<file path="src/rtl/bt_uart_pkg.sv">
package bt_uart_pkg;

	// 1 MHz clock, roughly 9600 baud
	localparam int clks_per_bit = 104;

	// 8N1 frames only
	localparam int data_bits = 8;

	localparam int baud_cnt_bits = $clog2(clks_per_bit);
	localparam int bit_cnt_bits = $clog2(data_bits);

	// state codes shared by the receive and transmit FSMs
	localparam logic [1:0] st_idle = 2'd0;
	localparam logic [1:0] st_start = 2'd1;
	localparam logic [1:0] st_data = 2'd2;
	localparam logic [1:0] st_stop = 2'd3;

	// one received frame
	typedef struct packed {
		logic [data_bits-1:0] data;
		// stop bit was sampled low
		logic                 frame_error;
	} rx_byte_t;

endpackage

</file>
<file path="src/rtl/bt_host_pkg.sv">
package bt_host_pkg;

	localparam int fifo_depth = 16;
	localparam int count_bits = 5;
	localparam int ptr_bits = $clog2(fifo_depth);

	// trigger-in 0x40 bit positions
	localparam int trig_send = 0;
	localparam int trig_ctrl = 1;
	localparam int trig_pop = 2;

	// wire-in 0x01 as read on trig_send
	typedef struct packed {
		logic [7:0] pad;
		logic [7:0] tx_byte;
	} host_tx_word_t;

	// wire-in 0x01 as read on trig_ctrl
	typedef struct packed {
		logic [13:0] pad;
		logic        clear_rx;
		logic        bt_enable;
	} host_ctrl_word_t;

	typedef union packed {
		host_tx_word_t   tx;
		host_ctrl_word_t ctrl;
	} host_wire_in_u;

	// wire-out 0x20
	typedef struct packed {
		logic [3:0]            pad;
		logic                  bt_state;
		logic                  bt_enable;
		logic                  tx_busy;
		logic                  tx_dropped;
		logic                  rx_empty;
		logic                  rx_full;
		logic                  rx_overflow;
		logic [count_bits-1:0] count;
	} host_status_t;

	// wire-out 0x21
	typedef struct packed {
		logic [6:0] pad;
		logic       head_valid;
		logic [7:0] head;
	} host_rx_word_t;

	// wire-out 0x22, both fields saturate
	typedef struct packed {
		logic [7:0] frame_errors;
		logic [7:0] tx_bytes;
	} host_counts_t;

endpackage

</file>
<file path="src/rtl/uart_rx.sv">
`timescale 1ns/1ns

module uart_rx (
	input  logic                  clock,
	input  logic                  reset,
	input  logic                  rxd,
	output bt_uart_pkg::rx_byte_t rx_byte,
	output logic                  rx_valid,
	output logic                  frame_error
);
	import bt_uart_pkg::*;

	logic                     rxd_meta;
	logic                     rxd_sync;
	logic                     rxd_last;
	logic [1:0]               state;
	logic [baud_cnt_bits-1:0] baud_cnt;
	logic [bit_cnt_bits-1:0]  bit_cnt;
	logic [data_bits-1:0]     shift;
	logic                     sample;

	// two-flop synchronizer, held at the idle level in reset
	always_ff @(posedge clock) begin
		if (reset) begin
			rxd_meta <= 1'b1;
			rxd_sync <= 1'b1;
			rxd_last <= 1'b1;
		end else begin
			rxd_meta <= rxd;
			rxd_sync <= rxd_meta;
			rxd_last <= rxd_sync;
		end
	end

	// countdown hits zero at mid-bit
	assign sample = (baud_cnt == '0);

	always_ff @(posedge clock) begin
		if (reset) begin
			state <= st_idle;
			baud_cnt <= '0;
			bit_cnt <= '0;
			rx_valid <= 1'b0;
			frame_error <= 1'b0;
		end else begin
			rx_valid <= 1'b0;
			frame_error <= 1'b0;
			case (state)
				st_idle: begin
					// falling edge of the start bit, aim at its middle
					if (rxd_last && !rxd_sync) begin
						state <= st_start;
						baud_cnt <= baud_cnt_bits'(clks_per_bit / 2 - 1);
					end
				end
				st_start: begin
					if (!sample) begin
						baud_cnt <= baud_cnt - 1'b1;
					end else if (!rxd_sync) begin
						state <= st_data;
						baud_cnt <= baud_cnt_bits'(clks_per_bit - 1);
						bit_cnt <= '0;
					end else begin
						// glitch, not a real start bit
						state <= st_idle;
					end
				end
				st_data: begin
					if (!sample) begin
						baud_cnt <= baud_cnt - 1'b1;
					end else begin
						baud_cnt <= baud_cnt_bits'(clks_per_bit - 1);
						if (bit_cnt == bit_cnt_bits'(data_bits - 1))
							state <= st_stop;
						else
							bit_cnt <= bit_cnt + 1'b1;
					end
				end
				default: begin
					if (!sample) begin
						baud_cnt <= baud_cnt - 1'b1;
					end else begin
						rx_valid <= rxd_sync;
						frame_error <= !rxd_sync;
						state <= st_idle;
					end
				end
			endcase
		end
	end

	// lsb arrives first
	always_ff @(posedge clock) begin
		if (state == st_data && sample)
			shift <= {rxd_sync, shift[data_bits-1:1]};
		if (state == st_stop && sample) begin
			rx_byte.data <= shift;
			rx_byte.frame_error <= !rxd_sync;
		end
	end

	assert property (@(posedge clock) disable iff (reset) !(rx_valid && frame_error));

endmodule

</file>
<file path="src/rtl/rx_fifo.sv">
`timescale 1ns/1ns

module rx_fifo (
	input  logic                             clock,
	input  logic                             reset,
	input  logic                             push,
	input  logic [7:0]                       push_byte,
	input  logic                             pop,
	input  logic                             clear,
	output logic [7:0]                       head,
	output logic                             head_valid,
	output logic [bt_host_pkg::count_bits-1:0] count,
	output logic                             full,
	output logic                             overflow
);
	import bt_host_pkg::*;

	logic [7:0]          mem [fifo_depth];
	logic [ptr_bits-1:0] wr_ptr;
	logic [ptr_bits-1:0] rd_ptr;
	logic                do_push;
	logic                do_pop;

	assign head_valid = (count != '0);
	assign full = (count == count_bits'(fifo_depth));
	// first word falls through
	assign head = mem[rd_ptr];

	// pops on an empty queue are dropped
	assign do_pop = pop && head_valid;
	// a full queue still takes a byte if one leaves in the same cycle
	assign do_push = push && (!full || do_pop);

	always_ff @(posedge clock) begin
		if (do_push)
			mem[wr_ptr] <= push_byte;
	end

	always_ff @(posedge clock) begin
		if (reset || clear) begin
			wr_ptr <= '0;
			rd_ptr <= '0;
			count <= '0;
			overflow <= 1'b0;
		end else begin
			if (do_push)
				wr_ptr <= wr_ptr + 1'b1;
			if (do_pop)
				rd_ptr <= rd_ptr + 1'b1;
			case ({do_push, do_pop})
				2'b10: count <= count + 1'b1;
				2'b01: count <= count - 1'b1;
				default: count <= count;
			endcase
			// sticky until the host clears
			if (push && !do_push)
				overflow <= 1'b1;
		end
	end

	assert property (@(posedge clock) disable iff (reset)
		count <= count_bits'(fifo_depth));

	// empty means the write pointer has not moved past the read pointer
	assert property (@(posedge clock) disable iff (reset)
		!head_valid |-> (wr_ptr == rd_ptr));

endmodule

</file>
<file path="src/rtl/uart_tx.sv">
`timescale 1ns/1ns

module uart_tx (
	input  logic       clock,
	input  logic       reset,
	input  logic       tx_start,
	input  logic [7:0] tx_data,
	output logic       txd,
	output logic       tx_busy
);
	import bt_uart_pkg::*;

	logic [1:0]               state;
	logic [baud_cnt_bits-1:0] baud_cnt;
	logic [bit_cnt_bits-1:0]  bit_cnt;
	logic [data_bits-1:0]     shift;
	logic                     bit_done;

	assign bit_done = (baud_cnt == '0);
	// busy through the end of the stop bit
	assign tx_busy = (state != st_idle);

	always_ff @(posedge clock) begin
		if (reset) begin
			state <= st_idle;
			baud_cnt <= '0;
			bit_cnt <= '0;
			txd <= 1'b1;
		end else if (state == st_idle) begin
			if (tx_start) begin
				txd <= 1'b0;
				baud_cnt <= baud_cnt_bits'(clks_per_bit - 1);
				state <= st_start;
			end
		end else if (!bit_done) begin
			baud_cnt <= baud_cnt - 1'b1;
		end else begin
			baud_cnt <= baud_cnt_bits'(clks_per_bit - 1);
			case (state)
				st_start: begin
					txd <= shift[0];
					bit_cnt <= '0;
					state <= st_data;
				end
				st_data: begin
					if (bit_cnt == bit_cnt_bits'(data_bits - 1)) begin
						txd <= 1'b1;
						state <= st_stop;
					end else begin
						txd <= shift[0];
						bit_cnt <= bit_cnt + 1'b1;
					end
				end
				default: state <= st_idle;
			endcase
		end
	end

	// lsb first, next bit always sits in shift[0]
	always_ff @(posedge clock) begin
		if (state == st_idle && tx_start)
			shift <= tx_data;
		else if ((state == st_start || state == st_data) && bit_done)
			shift <= shift >> 1;
	end

	assert property (@(posedge clock) disable iff (reset) !tx_busy |-> txd);

endmodule

</file>
<file path="src/rtl/host_endpoints.sv">
`timescale 1ns/1ns

module host_endpoints (
	input  logic                               clock,
	input  logic                               reset,
	input  bt_host_pkg::host_wire_in_u         wire_in,
	input  logic [15:0]                        trig_in,
	input  logic                               bt_state,
	input  logic [7:0]                         rx_head,
	input  logic                               rx_head_valid,
	input  logic                               rx_full,
	input  logic                               rx_overflow,
	input  logic [bt_host_pkg::count_bits-1:0] rx_count,
	input  logic                               frame_error,
	input  logic                               tx_busy,
	output logic                               tx_start,
	output logic [7:0]                         tx_data,
	output logic                               rx_pop,
	output logic                               rx_clear,
	output logic                               bt_enable,
	output bt_host_pkg::host_status_t          status,
	output bt_host_pkg::host_rx_word_t         rx_word,
	output bt_host_pkg::host_counts_t          counts
);
	import bt_host_pkg::*;

	logic       send_fire;
	logic       ctrl_fire;
	logic       tx_dropped;
	logic [7:0] frame_err_count;
	logic [7:0] tx_count;

	assign send_fire = trig_in[trig_send];
	assign ctrl_fire = trig_in[trig_ctrl];

	// same wire-in word, decoded by whichever trigger fired
	assign tx_start = send_fire && !tx_busy;
	assign tx_data = wire_in.tx.tx_byte;
	assign rx_clear = ctrl_fire && wire_in.ctrl.clear_rx;
	assign rx_pop = trig_in[trig_pop];

	always_ff @(posedge clock) begin
		if (reset) begin
			bt_enable <= 1'b0;
			tx_dropped <= 1'b0;
			frame_err_count <= '0;
			tx_count <= '0;
		end else begin
			if (ctrl_fire)
				bt_enable <= wire_in.ctrl.bt_enable;
			if (rx_clear)
				tx_dropped <= 1'b0;
			else if (send_fire && tx_busy)
				tx_dropped <= 1'b1;
			// both counters stick at 255
			if (frame_error && frame_err_count != 8'hff)
				frame_err_count <= frame_err_count + 8'd1;
			if (tx_start && tx_count != 8'hff)
				tx_count <= tx_count + 8'd1;
		end
	end

	always_comb begin
		status = '0;
		status.bt_state = bt_state;
		status.bt_enable = bt_enable;
		status.tx_busy = tx_busy;
		status.tx_dropped = tx_dropped;
		status.rx_empty = !rx_head_valid;
		status.rx_full = rx_full;
		status.rx_overflow = rx_overflow;
		status.count = rx_count;

		// stale memory contents stay hidden when empty
		rx_word = '0;
		rx_word.head_valid = rx_head_valid;
		rx_word.head = rx_head_valid ? rx_head : 8'h00;

		counts.frame_errors = frame_err_count;
		counts.tx_bytes = tx_count;
	end

endmodule

</file>
<file path="src/rtl/fpga_bluetooth_connection.sv">
`timescale 1ns/1ns

module fpga_bluetooth_connection (
	input  logic                       clock,
	input  logic                       reset,
	input  logic                       bt_state,
	input  logic                       fpga_rxd,
	output logic                       fpga_txd,
	output logic                       bt_enable,
	input  bt_host_pkg::host_wire_in_u ep01_wire_in,
	input  logic [15:0]                ep40_trig_in,
	output bt_host_pkg::host_status_t  ep20_wire_out,
	output bt_host_pkg::host_rx_word_t ep21_wire_out,
	output bt_host_pkg::host_counts_t  ep22_wire_out
);
	import bt_uart_pkg::*;
	import bt_host_pkg::*;

	rx_byte_t              rx_byte;
	logic                  rx_valid;
	logic                  frame_error;
	logic [7:0]            rx_head;
	logic                  rx_head_valid;
	logic [count_bits-1:0] rx_count;
	logic                  rx_full;
	logic                  rx_overflow;
	logic                  rx_pop;
	logic                  rx_clear;
	logic                  tx_start;
	logic [7:0]            tx_data;
	logic                  tx_busy;

	// module serial output into the fabric
	uart_rx rx (
		.clock(clock),
		.reset(reset),
		.rxd(fpga_rxd),
		.rx_byte(rx_byte),
		.rx_valid(rx_valid),
		.frame_error(frame_error)
	);

	// only good frames reach the queue
	rx_fifo fifo (
		.clock(clock),
		.reset(reset),
		.push(rx_valid),
		.push_byte(rx_byte.data),
		.pop(rx_pop),
		.clear(rx_clear),
		.head(rx_head),
		.head_valid(rx_head_valid),
		.count(rx_count),
		.full(rx_full),
		.overflow(rx_overflow)
	);

	host_endpoints host (
		.clock(clock),
		.reset(reset),
		.wire_in(ep01_wire_in),
		.trig_in(ep40_trig_in),
		.bt_state(bt_state),
		.rx_head(rx_head),
		.rx_head_valid(rx_head_valid),
		.rx_full(rx_full),
		.rx_overflow(rx_overflow),
		.rx_count(rx_count),
		.frame_error(frame_error),
		.tx_busy(tx_busy),
		.tx_start(tx_start),
		.tx_data(tx_data),
		.rx_pop(rx_pop),
		.rx_clear(rx_clear),
		.bt_enable(bt_enable),
		.status(ep20_wire_out),
		.rx_word(ep21_wire_out),
		.counts(ep22_wire_out)
	);

	uart_tx tx (
		.clock(clock),
		.reset(reset),
		.tx_start(tx_start),
		.tx_data(tx_data),
		.txd(fpga_txd),
		.tx_busy(tx_busy)
	);

endmodule

</file>
<file path="config.mk">
export PLATFORM = sky130hd
export DESIGN_NAME = fpga_bluetooth_connection
export DESIGN_NICKNAME = d
export VERILOG_FILES = /design/src/rtl/bt_uart_pkg.sv /design/src/rtl/bt_host_pkg.sv /design/src/rtl/uart_rx.sv /design/src/rtl/rx_fifo.sv /design/src/rtl/uart_tx.sv /design/src/rtl/host_endpoints.sv /design/src/rtl/fpga_bluetooth_connection.sv
export SDC_FILE = /design/constraint.sdc
export NUM_CORES = 1
export LEC_CHECK = 0
export ABC_AREA = 0
export BUFFER_PORTS_ARGS = -buffer_cell sky130_fd_sc_hd__clkbuf_2
export CAP_MARGIN = 20
export CORE_MARGIN = 3
export CORE_UTILIZATION = 41
export DETAILED_ROUTE_END_ITERATION = 12
export PLACE_DENSITY = 0.69
export REMOVE_ABC_BUFFERS = 1
export SYNTH_ARGS = -nofsm -noshare
export SYNTH_HDL_FRONTEND = slang
export SYNTH_HIERARCHICAL = 1
export SYNTH_SLANG_ARGS = --single-unit
</file>
<file path="constraint.sdc">
create_clock -name clock -period 4.7 [get_ports clock]
set_input_delay 0 -clock clock [delete_from_list [all_inputs] [get_ports clock]]
set_output_delay 0 -clock clock [all_outputs]
set_load 0.05 [all_outputs]
</file>
==> flow_summary.json <==
{
  "grt_max_degree": 52,
  "via_per_inst": 5.16,
  "setup_viol": 0,
  "ant_nets": 0,
  "synth_area_um2": 9630,
  "regToRegStartpoint": "fifo/count[3]",
  "cp_max_fo": 23,
  "crit_required_ns": 4.70,
  "cts.sinks": 218,
  "whs_endpoint": "ep20_wire_out[11]",
  "max_slew_margin": 0.233,
  "die-area_um2": 25400,
  "whs_path_depth": 0,
  "io-pin-count": 86,
  "status": "finished clean",
  "rrSetupSlack_ns": 2.02,
  "finalWirelength_um": 17800,
  "clkLatencyLatePin_ns": 0.50,
  "synthToLayoutAreaGrowth_pct": 13.7,
  "post_layout_nonfiller_instances": 1085,
  "io_buffers": 51,
  "syn_area_per_cell_um2": 13.7,
  "tns_ns": 0,
  "routabilityCongestion": 0.841,
  "hp-start": "bt_state",
  "vias": 5598,
  "yosys_warnings": 6,
  "grt_pass1_wl_um": 29200,
  "ctsLongestPathBuffers": 3,
  "antenna_found_initial": 0,
  "maxSlewViolCount": 0,
  "drv_cap": 0,
  "worstSetupPathType": "reg -> out",
  "crit_path_start_kind": "flop",
  "vdd_drop_max_mv": 0.340,
  "die_width_um": 159,
  "finalCritPeriodShare": 0.646,
  "drive_gt1_frac": 0.207,
  "max_freq_mhz": 329,
  "synth_cells": 705,
  "num_antenna_cells": 0,
  "postCtsSetupBuffers": 0,
  "layout.nets": 819,
  "grt_pass1_vias": 5551,
  "core_um2": 22800,
  "fin_skew_ns": 0.0101,
  "worstRegToRegCells": 8,
  "grt_setup_unrepaired": "false",
  "final_util": 0.479,
  "die_h_um": 159,
  "power.density_nw_per_um2": 494,
  "clk_transition_reported_paths_ns": 0.06,
  "routedWlPerCell_um": 16.4,
  "firstDrtPassIters": 4,
  "cts_root_buf": "clkbuf_16",
  "drt-initial-drc-count": 391,
  "dpl.cell_count": 1031,
  "hold_viol": 0,
  "cts_made_buffers": 23,
  "period_minus_slack_ns": 3.04,
  "start_util": 0.422,
  "hpwl_um": 11700,
  "power.leakage_nw": 3.86,
  "drc": 0,
  "min_path_type": "in -> out",
  "r2r_end": "fifo/count[4]",
  "rows": 55,
  "h-tree-depth": 1,
  "cts_tree": "built",
  "crit_arrival_ns": 3.04,
  "tightest_slew_ns": 1.15,
  "track_usage": 0.140,
  "crit_path_end_kind": "primary output",
  "grt-ovfl-total": 0
}
==> sequential cells by signal, summed over array words and instances, names as in the netlist, 2 cells and up, named ones only <==
signal                count
fifo/mem                128
host/frame_err_count      8
host/tx_count             8
rx/rx_byte                8
rx/shift                  8
tx/shift                  8
rx/baud_cnt               7
tx/baud_cnt               7
fifo/count                5
fifo/rd_ptr               4
fifo/wr_ptr               4
rx/bit_cnt                3
tx/bit_cnt                3
rx/state                  2
tx/state                  2
==> critical path: stages (launching register included) <==
cell and delay [ns]:
dfxtp_2 0.87, buf_4 0.37, mux4_2 0.52, a22oi_1 0.27
nand2_1 0.10, and2_1 0.16, clkbuf_2 0.23
==> cell usage in the layout, fill, tap and decap left out, types with 22 or more instances in the layout <==
cell type and count:
a21oi_1 28, and2_1 22, clkbuf_16 23, clkbuf_2 51, dfxtp_1 65, edfxtp_1 152
ha_1 26, inv_1 29, mux4_2 32, nand2_1 28, nor2_1 52
==> metal layers <==
layer | track usage | share of wire | routed length [µm]
met3 | 0.0252 | 0.054 | 961
met5 | 0 | 0 | 0
met1 | 0.197 | 0.45 | 8030
met2 | 0.223 | 0.47 | 8420
met4 | 0.0394 | 0.021 | 370
==> through the flow <==
stage	worst slack, ns	power, mW	hold slack (ns)	area [µm²]
6_report	1.66	5.41	0.000350	11000
5_1_grt	1.43	5.68	0.000327	11000
4_1_cts	1.55	5.46	0.000576	11000
3_5_place_dp	2.03	3.55	0.000576	10000
3_3_place_gp	2.06	3.53	0.000576	10000
2_1_floorplan	2.06	3.29	0	9320
==> repair_timing <==
item,in CTS,in global routing
gates resized for setup,0,0
hold endpoints to repair,18,0
hold buffers,13,0
==> report_power, final <==
group | internal (mW) | total [mW] | switching [mW]
registers | 2.19 | 2.32 | 0.131
logic | 0.460 | 1.20 | 0.738
clock network | 1.18 | 1.89 | 0.714
total | 3.83 | 5.41 | 1.58
==> worst max path at each step <==
stage | startpoint | endpoint | slack [ns]
5_1_grt | flop | ep21_wire_out[7] | 1.43
3_5_place_dp | fifo/count[3] | fifo/count[4] | 2.03
4_1_cts | flop | ep21_wire_out[2] | 1.55
6_report | flop | ep21_wire_out[2] | 1.66
3_3_place_gp | fifo/count[3] | fifo/count[4] | 2.06
2_1_floorplan | flop | ep21_wire_out[0] | 2.06
==> layout make-up <==
cell class / count / area (µm²)
clock buffers: 27 / 591
clock inverters: 14 / 209
fillers: 2031 / 11900
inverters: 29 / 109
multi-input cells: 412 / 3320
flip-flops and latches: 218 / 5890
well taps: 313 / 392
repair buffers: 72 / 445
Power figures use the tool's default switching activity.
